<file path="src/hw/scope_pkg.sv">
//----------------------------------------
// shared types of the digitizer core
// opcode and state values match the host software
//----------------------------------------
package scope_pkg;

	localparam int          SAMPLE_W = 12;     // adc resolution
	localparam logic [31:0] VERSION  = 32'd18; // firmware version, returned by OP_INFO

	typedef logic signed [SAMPLE_W-1:0] sample_t;

	typedef enum logic [7:0] {
		OP_READ       = 8'd0, // stream the sample buffer
		OP_ARM        = 8'd1, // arm and poll status
		OP_INFO       = 8'd2, // version readback
		OP_TRIG_SET   = 8'd8, // thresholds, pre-offset, time over threshold
		OP_DOWNSAMPLE = 8'd9  // write strobe divider
	} opcode_e;

	typedef enum logic [7:0] {
		ACQ_READY     = 8'd0,
		ACQ_RISE_ARM  = 8'd1,   // waiting below the lower threshold
		ACQ_RISE_FIRE = 8'd2,   // counting above the upper threshold
		ACQ_FALL_ARM  = 8'd3,
		ACQ_FALL_FIRE = 8'd4,
		ACQ_POST      = 8'd250, // taking post-trigger words
		ACQ_DONE      = 8'd251  // frozen until read out
	} acq_state_e;

	// one 8-byte command, byte 0 is always the opcode
	typedef union packed {
		logic [7:0][7:0] bytes; // bytes[k] arrived k-th
		struct packed {
			logic [31:0] len;   // bytes 4-7, little endian
			logic [23:0] pad;
			opcode_e     opcode;
		} rd;
	} cmd_word_u;

endpackage

</file>
<file path="src/hw/cmd_dispatch.sv">
//----------------------------------------
// one command in flight at a time
// pre-offset takes the low ADDR_W bits of bytes 3-4, ADDR_W up to 16
//----------------------------------------
module cmd_dispatch
	import scope_pkg::*;
#(
	parameter int N_LANES = 4,
	parameter int ADDR_W  = 10
) (
	input  logic                       clk,
	input  logic                       rstn,
	input  cmd_word_u                  i_cmd,
	input  logic                       i_cmd_valid,
	output logic                       o_cmd_done,
	input  acq_state_e                 i_acq_state,
	input  logic [15:0]                i_event_count,
	input  logic [ADDR_W-1:0]          i_trig_addr,
	input  logic [$clog2(N_LANES)-1:0] i_trig_lane,
	output logic [7:0]                 o_trig_type,
	output sample_t                    o_lower,
	output sample_t                    o_upper,
	output logic [7:0]                 o_tot,
	output logic [15:0]                o_post_len,
	output logic                       o_arm,
	output logic                       o_readout_done,
	output logic [4:0]                 o_downsample,
	output logic                       o_start_word,
	output logic [31:0]                o_word,
	output logic                       o_start_read,
	output logic [ADDR_W-1:0]          o_read_addr,
	output logic [31:0]                o_read_len,
	input  logic                       i_reply_done
);

	logic [ADDR_W-1:0] preoffset;    // words shown before the trigger
	logic              read_pending; // current reply is a buffer read
	logic [11:0]       center;
	logic [11:0]       half_w;

	assign center = {4'd0, i_cmd.bytes[1]};
	assign half_w = {4'd0, i_cmd.bytes[2]};

	always_ff @(posedge clk or negedge rstn) begin
		if (!rstn) begin
			o_cmd_done     <= 1'b0;
			o_arm          <= 1'b0;
			o_readout_done <= 1'b0;
			o_start_word   <= 1'b0;
			o_start_read   <= 1'b0;
			read_pending   <= 1'b0;
			o_trig_type    <= '0;
			o_lower        <= '0;
			o_upper        <= '0;
			o_tot          <= '0;
			o_post_len     <= '0;
			o_downsample   <= '0;
			preoffset      <= '0;
		end else begin
			// all strobes are single cycle
			o_cmd_done     <= i_reply_done;
			o_readout_done <= i_reply_done & read_pending;
			o_arm          <= 1'b0;
			o_start_word   <= 1'b0;
			o_start_read   <= 1'b0;
			if (i_reply_done)
				read_pending <= 1'b0;
			if (i_cmd_valid) begin
				case (i_cmd.rd.opcode)
					OP_READ: begin
						o_start_read <= 1'b1;
						read_pending <= 1'b1;
					end
					OP_ARM: begin
						o_trig_type  <= i_cmd.bytes[1];
						o_post_len   <= {i_cmd.bytes[5], i_cmd.bytes[4]};
						o_arm        <= (i_acq_state == ACQ_READY); // no re-arm mid event
						o_start_word <= 1'b1;
					end
					OP_TRIG_SET: begin
						// thresholds in adc counts from 8-bit host units
						o_lower      <= sample_t'(((center - half_w - 12'd128) << 4) + 12'd8);
						o_upper      <= sample_t'(((center + half_w - 12'd128) << 4) + 12'd8);
						preoffset    <= ADDR_W'({i_cmd.bytes[3], i_cmd.bytes[4]});
						o_tot        <= i_cmd.bytes[5];
						o_start_word <= 1'b1;
					end
					OP_DOWNSAMPLE: begin
						o_downsample <= i_cmd.bytes[1][4:0];
						o_start_word <= 1'b1;
					end
					OP_INFO: o_start_word <= 1'b1;
					default: o_cmd_done   <= 1'b1; // unknown, dropped without reply
				endcase
			end
		end
	end

	// reply payload
	always_ff @(posedge clk) begin
		if (i_cmd_valid) begin
			o_read_addr <= i_trig_addr - preoffset;
			o_read_len  <= i_cmd.rd.len; // in 32-bit words
			case (i_cmd.rd.opcode)
				OP_ARM:  o_word <= {i_event_count, 8'(i_trig_lane), i_acq_state};
				OP_INFO: o_word <= VERSION;
				default: o_word <= {24'd0, i_cmd.bytes[0]}; // echo the opcode
			endcase
		end
	end

endmodule

</file>
<file path="config.mk">
export PLATFORM = sky130hd
export DESIGN_NAME = cmd_dispatch
export DESIGN_NICKNAME = d
export VERILOG_FILES = /design/src/hw/scope_pkg.sv /design/src/hw/cmd_dispatch.sv
export SDC_FILE = /design/constraint.sdc
export NUM_CORES = 1
export LEC_CHECK = 0
export ABC_AREA = 1
export BUFFER_PORTS_ARGS = -buffer_cell sky130_fd_sc_hd__buf_2
export CELL_PAD_IN_SITES_DETAIL_PLACEMENT = 0
export CELL_PAD_IN_SITES_GLOBAL_PLACEMENT = 2
export CORE_ASPECT_RATIO = 1.75
export CORE_MARGIN = 5
export CORE_UTILIZATION = 26
export DETAILED_ROUTE_END_ITERATION = 6
export GPL_TIMING_DRIVEN = 0
export PLACE_DENSITY_LB_ADDON = 0.1
export SLEW_MARGIN = 15
export SYNTH_ARGS = -nofsm -noshare
export SYNTH_HDL_FRONTEND = slang
export SYNTH_SLANG_ARGS = --single-unit
</file>
<file path="constraint.sdc">
create_clock -name clk -period 1.84 [get_ports clk]
set_clock_uncertainty 0.2 [all_clocks]
set_input_delay 0.184 -clock clk [delete_from_list [all_inputs] [get_ports clk]]
set_output_delay 0.184 -clock clk [all_outputs]
set_load 0.05 [all_outputs]
</file>
==> results of run 1 <==
-- kinds of logic after synthesis --
family / after synthesis / share of synthesized area, %
XOR/XNOR: 11 / 1.51
AND/OR/NAND/NOR: 313 / 20.7
flip-flops: 137 / 59.0
other: 1 / 0.0587
adder cells (fa/ha/maj): 38 / 7.79
buffers and inverters: 112 / 8.15
AO/OA/AOI/OAI: 32 / 2.80
-- cells in the mapped netlist, drive strengths merged --
cell type / instances
a21o: 3
a21oi: 9
a31o: 1
buf: 27
clkbuf: 3
conb: 1
dfrtp: 69
edfxtp: 68
fa: 3
ha: 35
inv: 82
nand2: 208
nand3: 54
nand3b: 2
nand4: 1
nor2: 41
nor3: 1
nor4: 2
o211ai: 1
o21ai: 16
o21bai: 2
or2: 4
xnor2: 5
xor2: 6
-- path summary, 6_finish.rpt --
kind,startpoint,endpoint,slack [ns]
setup reg to reg,preoffset[0]$_DFFE_PN0P_,o_read_addr[8]$_DFFE_PP_,0.04
min in group asynchronous,rstn,o_downsample[0]$_DFFE_PN0P_,0.55
hold / removal,i_cmd[2],o_start_word$_DFF_PN0_,0.01
setup / recovery,preoffset[0]$_DFFE_PN0P_,o_read_addr[8]$_DFFE_PP_,0.04
max in group asynchronous,rstn,preoffset[7]$_DFFE_PN0P_,0.31
hold reg to reg,read_pending$_DFF_PN0_,o_readout_done$_DFF_PN0_,0.27
-- layout make-up --
class,instances,area [µm²]
Timing Repair Buffer,320,2100
Buffer,29,220
Fill cell,2465,14700
Clock buffer,20,437
Multi-Input combinational cell,406,2280
Sequential cell,137,3770
Clock inverter,12,198
Tap cell,312,390
Inverter,82,308
-- timing repair --
action / in CTS / in global routing
gates resized for setup: 7 / 34
setup endpoints to repair: 13 / 50
hold buffers: 86 / 0
hold endpoints to repair: 192 / 0
setup buffers: 2 / 6
gates cloned: 0 / 0
pin swaps: 1 / 14
-- per-layer routing --
metal / global-route usage (%) / routed length (µm)
met4: 4.87 / 295
met2: 28.9 / 11700
met1: 14.7 / 7290
met5: 0 / 0
met3: 3.98 / 1120
-- report_power, final --
part,leakage [nW],switching (mW),total [mW],internal (mW)
Clock,0.304,1.34,3.74,2.40
Combinational,3.24,1.33,1.93,0.600
Sequential,1.57,0.0628,3.51,3.45
-- stage by stage --
stage | area, µm² | TNS (ns) | power (mW)
2_1_floorplan | 6430 | 0 | 4.76
5_1_grt | 9700 | -0.224 | 9.61
4_1_cts | 9540 | -0.196 | 9.30
3_3_place_gp | 7950 | -96.99 | 5.30
6_report | 9700 | 0 | 9.17
3_5_place_dp | 8010 | -18.98 | 5.32
-- worst reg2reg max path, stage by stage (launching register included) --
cell     delay (ns)
dfrtp_1        0.37
ha_2           0.18
inv_2          0.05
fa_2           0.37
nand3_4        0.10
nand2_4        0.06
nand3_2        0.06
nand2_1        0.05
nand2_1        0.06
nand2_1        0.04
-- registers in the layout, summed over array words and instances (netlist names) --
name            cells
o_tot               8
o_arm               1
o_downsample        5
o_read_addr        10
o_start_word        1
o_post_len         16
o_start_read        1
o_readout_done      1
o_trig_type         8
o_lower             9
o_word             26
preoffset          10
read_pending        1
o_cmd_done          1
o_upper             7
o_read_len         32
==> impl_metrics.json, run 1 <==
{
  "crit_family": "adder cells",
  "wire_per_inst_um": 15.5,
  "cts_tree": "built",
  "drive_above_1_share_pct": 32.9,
  "cts_root_buf": "clkbuf_16",
  "final_cells": 1318,
  "hold_path.class": "primary input to flop",
  "dp_cells": 1194,
  "hold_violations": 0,
  "crit_path_start_kind": "flop",
  "critPathKind": "flop to flop",
  "tightest_slew_ns": 0.509,
  "period_needed_ns": 1.80,
  "rows": 76,
  "die_height_um": 217,
  "ys_types": 31,
  "cts_buffer_depth": 2,
  "worstPathMaxFanout": 3,
  "worst_slack_ns": 0.0385,
  "netlist_instances": 644,
  "cp_slowest_cell": "dfrtp_1",
  "clkTransAtPathRegs_ns": 0.06,
  "synth.area.top_cells": "edfxtp_1 32%, dfrtp_1 27%, nand2_1 12%",
  "ys_ff_latch": 137,
  "yosysTopAreaCell": "edfxtp_1",
  "first_pass_iters": 5,
  "max_freq_mhz": 555,
  "fin_util_pct": 39.7,
  "final.period_utilization_pct": 97.9,
  "yosysWarningCount": 0,
  "antenna_found_initial": 0,
  "ios": 244,
  "rr_worst_depth": 9,
  "path_depth": 9,
  "slew_violations": 0,
  "slew_headroom_pct": 66.0,
  "viasPerCell": 4.15,
  "nets": 1135,
  "drt-total-wl_um": 20400,
  "leakage_nw": 5.11,
  "fp.coreArea_um2": 24400,
  "drc": 0,
  "max-vdd-ir-drop_mv": 0.582,
  "whs_ns": 0.0102,
  "initial_core_util_pct": 26.1,
  "drtIter0Drc": 154,
  "final-setup-viol-count": 0,
  "cp_common_cell": "nand2_1",
  "ctsHtreeMaxLevel": 4,
  "cts-buffers-inserted": 17,
  "critPathBufInv": 1,
  "via_count": 5472,
  "die_x_um": 128,
  "syn_avg_cell_area_um2": 9.92,
  "path_cells": "ha_2, inv_2, fa_2, nand3_4, nand2_4, nand3_2, nand2_1, nand2_1, nand2_1",
  "min_path_cells": 6,
  "area_growth_pct": 51.8,
  "ys_seq_area_share_pct": 59.0,
  "endpoint_kind": "flop",
  "cpPeakStageDelay_ns": 0.37,
  "maxCapViolCount": 0,
  "worstPathArrival_ns": 1.78,
  "port_buffers": 225,
  "mostFrequentLayoutCells": "228 x buf_2, 201 x nand2_1, 85 x dlygate4sd3_1, 76 x inv_1, 69 x dfrtp_1",
  "fp.dieArea_um2": 27900,
  "grt_pass1_vias": 5691,
  "yosysTopAreaCellShare_pct": 32.0,
  "p_per_area_nw_per_um2": 946,
  "dp_hpwl_um": 15800,
  "final_common_cell": "buf_2",
  "syn_area_um2": 6390,
  "crit_required_ns": 1.82,
  "outcome": "complete, no violations",
  "track_usage_pct": 14.8,
  "antenna_left": 0,
  "insertion_delay_ns": 0.42,
  "overflow": 0,
  "grt_max_degree": 68,
  "clock-sinks": 137,
  "grt_setup_unrepaired": "yes",
  "place_ws_ns": -0.547,
  "insertedDiodeCount": 0,
  "grt_pass1_wl_um": 31200,
  "routabilityCongestion": 0.834
}
Note: power is estimated with default switching activity, not from simulation.
==> run 2, diff against run 1 <==
--- a/config.mk
+++ b/config.mk
@@ -11,7 +11,8 @@
 export CELL_PAD_IN_SITES_GLOBAL_PLACEMENT = 2
 export CORE_ASPECT_RATIO = 1.75
 export CORE_MARGIN = 5
-export CORE_UTILIZATION = 26
+export CORE_UTILIZATION = 27
+export CTS_BUF_LIST = sky130_fd_sc_hd__clkbuf_4 sky130_fd_sc_hd__clkbuf_8
 export DETAILED_ROUTE_END_ITERATION = 6
 export GPL_TIMING_DRIVEN = 0
 export PLACE_DENSITY_LB_ADDON = 0.1
==> run 2 against run 1 <==
Hold slack got worse by 0.0013 ns. Count of clock-buffer cells in the layout is 1 higher. Register-to-register slack better by 0.02 ns. Power fell by 11%. Maximum frequency up 1.2%. Combinational power barely moved. First-iteration DRC count fell by 1.9%. Largest cell class unchanged. Routed wire length is 0.69% higher. Critical path depth decreased by 2. Largest power group is now registers. Highest routed layer unchanged. Critical path type unchanged. Die area fell by 3.5%. Final cell count fell by 0.23%. Worst setup slack gained 0.021 ns.
==> impl_metrics.json, run 2 (same netlist as run 1, synthesis figures left out) <==
{
  "timing.rr.end": "o_read_addr[6]$_DFFE_PP_",
  "endpoint_kind": "flop",
  "drc": 0,
  "first_pass_iters": 4,
  "min_path_cells": 6,
  "hold_path.class": "primary input to flop",
  "cts_root_buf": "clkbuf_8",
  "final_common_cell": "buf_2",
  "crit_required_ns": 1.86,
  "mostFrequentLayoutCells": "231 x buf_2, 200 x nand2_1, 93 x dlygate4sd3_1, 76 x inv_1, 69 x dfrtp_1",
  "area_growth_pct": 49.4,
  "worstHoldStart": "i_cmd[7]",
  "clkTransAtPathRegs_ns": 0.08,
  "cpPeakStageDelay_ns": 0.37,
  "insertedDiodeCount": 0,
  "drt-total-wl_um": 20600,
  "track_usage_pct": 15.4,
  "cts_buffer_depth": 2,
  "die_height_um": 213,
  "maxCapViolCount": 0,
  "overflow": 0,
  "place_area_um2": 8000,
  "crit_path_start_kind": "flop",
  "hold_violations": 0,
  "insertion_delay_ns": 0.46,
  "worst_slack_ns": 0.0592,
  "grt_pass1_vias": 5878,
  "ios": 244,
  "fp.dieArea_um2": 27000,
  "rr_worst_depth": 7,
  "antenna_found_initial": 0,
  "path_cells": "ha_2, inv_2, fa_2, nand3_4, a21oi_1, o21bai_1, nand2_1",
  "die_x_um": 126,
  "initial_core_util_pct": 27.4,
  "cts_tree": "built",
  "tightest_slew_ns": 0.772,
  "drive_above_1_share_pct": 32.9,
  "cts-buffers-inserted": 17,
  "drtIter0Drc": 151,
  "via_count": 5415,
  "total_power_mw": 8.15,
  "place_ws_ns": -0.514,
  "rows": 74,
  "r2r-start": "preoffset[0]$_DFFE_PN0P_",
  "fp.coreArea_um2": 23300,
  "critPathKind": "flop to flop",
  "port_buffers": 225,
  "fin_area_um2": 9540,
  "slew_headroom_pct": 48.4,
  "reg_top3": "o_read_len (32), o_word (26), o_post_len (16)",
  "routabilityCongestion": 0.819,
  "area.sequential_um2": 3770,
  "grt_max_degree": 62,
  "wire_per_inst_um": 15.6,
  "grt_pass1_wl_um": 31500,
  "final.period_utilization_pct": 96.8,
  "outcome": "complete, no violations",
  "slew_violations": 0,
  "p_per_area_nw_per_um2": 854,
  "nets": 1141,
  "fillCellCount": 2392,
  "cp_slowest_cell": "dfrtp_1",
  "clock-sinks": 137,
  "max-vdd-ir-drop_mv": 0.342,
  "dp_hpwl_um": 15700,
  "leakage_nw": 5.04,
  "viasPerCell": 4.12,
  "whs_ns": 0.00893,
  "final-setup-viol-count": 0,
  "multi_input_area_um2": 2300,
  "antenna_left": 0,
  "largest_reg_flops": 32,
  "reg2reg_slack_ns": 0.06,
  "hold_end": "o_start_read$_DFF_PN0_",
  "max_freq_mhz": 562,
  "worstPathArrival_ns": 1.80,
  "period_needed_ns": 1.78,
  "ctsHtreeMaxLevel": 4,
  "worstPathMaxFanout": 2,
  "largest_register": "o_read_len"
}
run 2: cell types whose count changed in the layout (fill, tap and decap cells not counted), sizes merged:
cell	previous run	this run
dlymetal6s4s	0	1
inv	83	82
bufinv	5	4
buf	260	258
dlygate4sd3	85	93
run 2: through the flow:
| stage | instances | setup TNS [ns] | utilization (%) |
|---|---|---|---|
| 2_1_floorplan | 655 | 0 | - |
| 3_3_place_gp | 1184 | -88.81 | 34.0 |
| 3_5_place_dp | 1186 | -17.09 | 34.3 |
| 4_1_cts | 1312 | -0.124 | 40.3 |
| 5_1_grt | 1315 | -0.00529 | 40.9 |
| 6_report | 1315 | 0 | 40.9 |
run 2: layer usage:
metal  vias up  share of wire [%]  global-route usage [%]
li1       2739                  -                       -
met1      2478                 35                    15.2
met2       169                 56                    29.5
met3        29                6.2                    4.71
met4         0                2.9                    6.59
met5         -                  0                       0
run 2: timing repair:
item / 4_1_cts / 5_1_grt
hold buffers: 92 / 3
setup endpoints to repair: 5 / 44
pin swaps: 3 / 5
setup buffers: 3 / 1
endpoints found under the hold margin: 197 / 3
gates resized for setup: 11 / 27
run 2: layout make-up:
class,count,share of cell area (%)
flip-flops and latches,137,39.5
inverters,82,3.22
well taps,304,3.99
plain buffers,30,2.24
multi-input cells,406,24.1
repair buffers,325,22.6
clock buffers,21,2.77
clock inverters,10,1.60
run 2: power breakdown:
| group | total [mW] | switching (mW) | leakage, nW | internal (mW) |
|---|---|---|---|---|
| logic | 1.95 | 1.33 | 3.26 | 0.619 |
| clock network | 2.69 | 1.18 | 0.208 | 1.51 |
| registers | 3.51 | 0.0656 | 1.57 | 3.44 |
| total | 8.15 | 2.58 | 5.04 | 5.57 |
run 2: worst max-delay path by stage:
stage,from,to,cells after the start
after floorplan,i_cmd[17],o_lower[11]$_DFFE_PN0P_,10
after global placement,i_cmd_valid,o_upper[10]$_DFFE_PN0P_,8
after detailed placement,i_cmd_valid,o_upper[9]$_DFFE_PN0P_,9
after CTS,preoffset[0]$_DFFE_PN0P_,o_read_addr[8]$_DFFE_PP_,9
after global routing,preoffset[4]$_DFFE_PN0P_,o_read_addr[7]$_DFFE_PP_,8
final,preoffset[0]$_DFFE_PN0P_,o_read_addr[6]$_DFFE_PP_,7
run 2: worst max-delay path, delay by kind of cell, from the launching register on:
kind                     cells  cell delay [ns]
AO/OA/AOI/OAI                2             0.22
adder cells (fa/ha/maj)      2             0.54
flip-flops                   1             0.37
AND/OR/NAND/NOR              2             0.16
buffers and inverters        1             0.04
==> run 3, diff against run 2 <==
--- a/config.mk
+++ b/config.mk
@@ -10,7 +10,7 @@
 export CELL_PAD_IN_SITES_DETAIL_PLACEMENT = 0
 export CELL_PAD_IN_SITES_GLOBAL_PLACEMENT = 2
 export CORE_ASPECT_RATIO = 1.75
-export CORE_MARGIN = 5
+export CORE_MARGIN = 10
 export CORE_UTILIZATION = 27
 export CTS_BUF_LIST = sky130_fd_sc_hd__clkbuf_4 sky130_fd_sc_hd__clkbuf_8
 export DETAILED_ROUTE_END_ITERATION = 6
==> run 3 against run 2 <==
Flip-flop and latch count did not move. First-iteration DRC count increased by 30%. Global-route usage down 0.88 points. Worst setup slack got worse by 0.0075 ns. Core utilization increased by 0.11 points. Die area grew 13%. Register-to-register slack about the same. Sequential share of layout area shrank 0.10 points. Clock power is 3% higher. Sequential power about the same. Final cell count increased by 0.46%. Critical endpoint is now read_pending$_DFF_PN0_. Highest routed layer unchanged.
==> impl_metrics.json, run 3 (same netlist as run 1, synthesis figures left out) <==
{
  "track_usage_pct": 14.6,
  "drive_above_1_share_pct": 32.8,
  "grt_max_degree": 61,
  "maxCapViolCount": 0,
  "first_pass_iters": 4,
  "grt_pass1_wl_um": 33500,
  "hold_path.class": "primary input to flop",
  "rows": 74,
  "critPathKind": "primary input to flop",
  "clock-sinks": 137,
  "antenna_found_initial": 0,
  "leakage_nw": 5.06,
  "max-vdd-ir-drop_mv": 0.370,
  "antenna_left": 0,
  "largest_register": "o_read_len",
  "worstPathMaxFanout": 4,
  "wire_per_inst_um": 16.6,
  "min_path_cells": 3,
  "worstHoldStart": "i_trig_addr[2]",
  "clkTransAtPathRegs_ns": 0.08,
  "area.sequential_um2": 3770,
  "multi_input_area_um2": 2260,
  "drc": 0,
  "reg_top3": "o_read_len (32), o_word (26), o_post_len (16)",
  "p_per_area_nw_per_um2": 859,
  "crit_path_start_kind": "primary input",
  "largest_reg_flops": 32,
  "die_x_um": 136,
  "fillCellCount": 2436,
  "max_freq_mhz": 559,
  "hold_end": "o_read_addr[2]$_DFFE_PP_",
  "worst_slack_ns": 0.0518,
  "rr_worst_depth": 6,
  "fp.coreArea_um2": 23300,
  "grt_setup_unrepaired": "yes",
  "insertedDiodeCount": 0,
  "crit_required_ns": 2.02,
  "initial_core_util_pct": 27.4,
  "die_height_um": 223,
  "reg2reg_slack_ns": 0.06,
  "area_growth_pct": 49.8,
  "cts_buffer_depth": 2,
  "mostFrequentLayoutCells": "231 x buf_2, 202 x nand2_1, 93 x dlygate4sd3_1, 77 x inv_1, 69 x dfrtp_1",
  "final.period_utilization_pct": 97.2,
  "cts_root_buf": "clkbuf_8",
  "cts_tree": "built",
  "dp_hpwl_um": 17000,
  "ios": 244,
  "drt-total-wl_um": 21900,
  "final_common_cell": "buf_2",
  "setup-tns-final_ns": 0,
  "slew_headroom_pct": 62.2,
  "r2r-start": "preoffset[0]$_DFFE_PN0P_",
  "fin_util_pct": 41.0,
  "place_ws_ns": -0.549,
  "routabilityCongestion": 0.790,
  "endpoint_kind": "flop",
  "viasPerCell": 4.19,
  "via_count": 5540,
  "hold_violations": 0,
  "total_power_mw": 8.22,
  "slew_violations": 0,
  "outcome": "complete, no violations",
  "final-setup-viol-count": 0,
  "grt_pass1_vias": 6016,
  "cts-buffers-inserted": 17,
  "timing.rr.end": "o_read_addr[2]$_DFFE_PP_",
  "tightest_slew_ns": 0.567,
  "drtIter0Drc": 196,
  "worstPathArrival_ns": 1.97,
  "period_needed_ns": 1.79,
  "fp.dieArea_um2": 30500,
  "nets": 1146,
  "ctsHtreeMaxLevel": 4,
  "insertion_delay_ns": 0.45,
  "port_buffers": 225,
  "overflow": 0
}
[run 3: cell types whose count changed in the layout (fill, tap and decap cells not counted), sizes merged]
cell      change
buf           +5
clkbuf        -4
inv           +4
clkinvlp      +2
clkinv        -1
[run 3: final cells by class]
cell class | count | area share, %
Sequential cell | 137 | 39.4
Multi-Input combinational cell | 406 | 23.6
Timing Repair Buffer | 330 | 23.1
Tap cell | 304 | 3.97
Inverter | 82 | 3.22
Clock buffer | 17 | 2.45
Buffer | 30 | 2.24
Clock inverter | 15 | 2.07
[run 3: how the worst max path moves through the flow]
stage | start | end | slack [ns] | cells past startpoint
after global routing | preoffset[0]$_DFFE_PN0P_ | o_read_addr[8]$_DFFE_PP_ | -0.02 | 9
after global placement | i_cmd_valid | o_upper[10]$_DFFE_PN0P_ | -1.34 | 8
after detailed placement | i_cmd_valid | o_tot[1]$_DFFE_PN0P_ | -0.55 | 9
final | i_cmd[0] | read_pending$_DFF_PN0_ | 0.05 | 8
after floorplan | i_cmd[17] | o_lower[11]$_DFFE_PN0P_ | 0.04 | 10
after CTS | preoffset[0]$_DFFE_PN0P_ | o_read_addr[8]$_DFFE_PP_ | -0.03 | 9
[run 3: power by group]
| group | leakage [nW] | internal (mW) | switching (mW) | total [mW] |
|---|---|---|---|---|
| clock | 0.205 | 1.48 | 1.29 | 2.77 |
| sequential | 1.57 | 3.44 | 0.0649 | 3.50 |
| combinational | 3.28 | 0.613 | 1.34 | 1.95 |
| total | 5.06 | 5.53 | 2.69 | 8.22 |
[run 3: critical path, cell delays in order]
cell and delay [ns]:
buf_2 0.13, nor2_2 0.13, dlygate4sd3_1 0.56, nand2_1 0.06
nor2_2 0.14, dlygate4sd3_1 0.57, inv_1 0.05, o21ai_0 0.14
[run 3: per-layer routing]
layer	GRT usage [%]	routed length, µm	vias to the layer above
li1	-	-	2756
met1	14.1	7800	2583
met2	27.7	12200	175
met3	4.34	1370	26
met4	5.52	534	0
met5	0	0	-
[run 3: through the flow]
step / hold WS, ns / cells / instance area [µm²]
global placement: 0.162 / 1184 / 7940
detailed placement: -0.0698 / 1186 / 8000
CTS: 0.00314 / 1315 / 9440
global route: 0.00758 / 1321 / 9570
finish: 0.0377 / 1321 / 9570
floorplan: -0.312 / 655 / 6430
[run 3: what timing repair did]
item | CTS | global route
setup endpoints to repair | 13 | 9
gates cloned | 0 | 0
resized for setup | 11 | 18
endpoints found under the hold margin | 194 | 1
setup buffers | 3 | 5
hold buffers | 94 | 1
pin swaps | 6 | 8
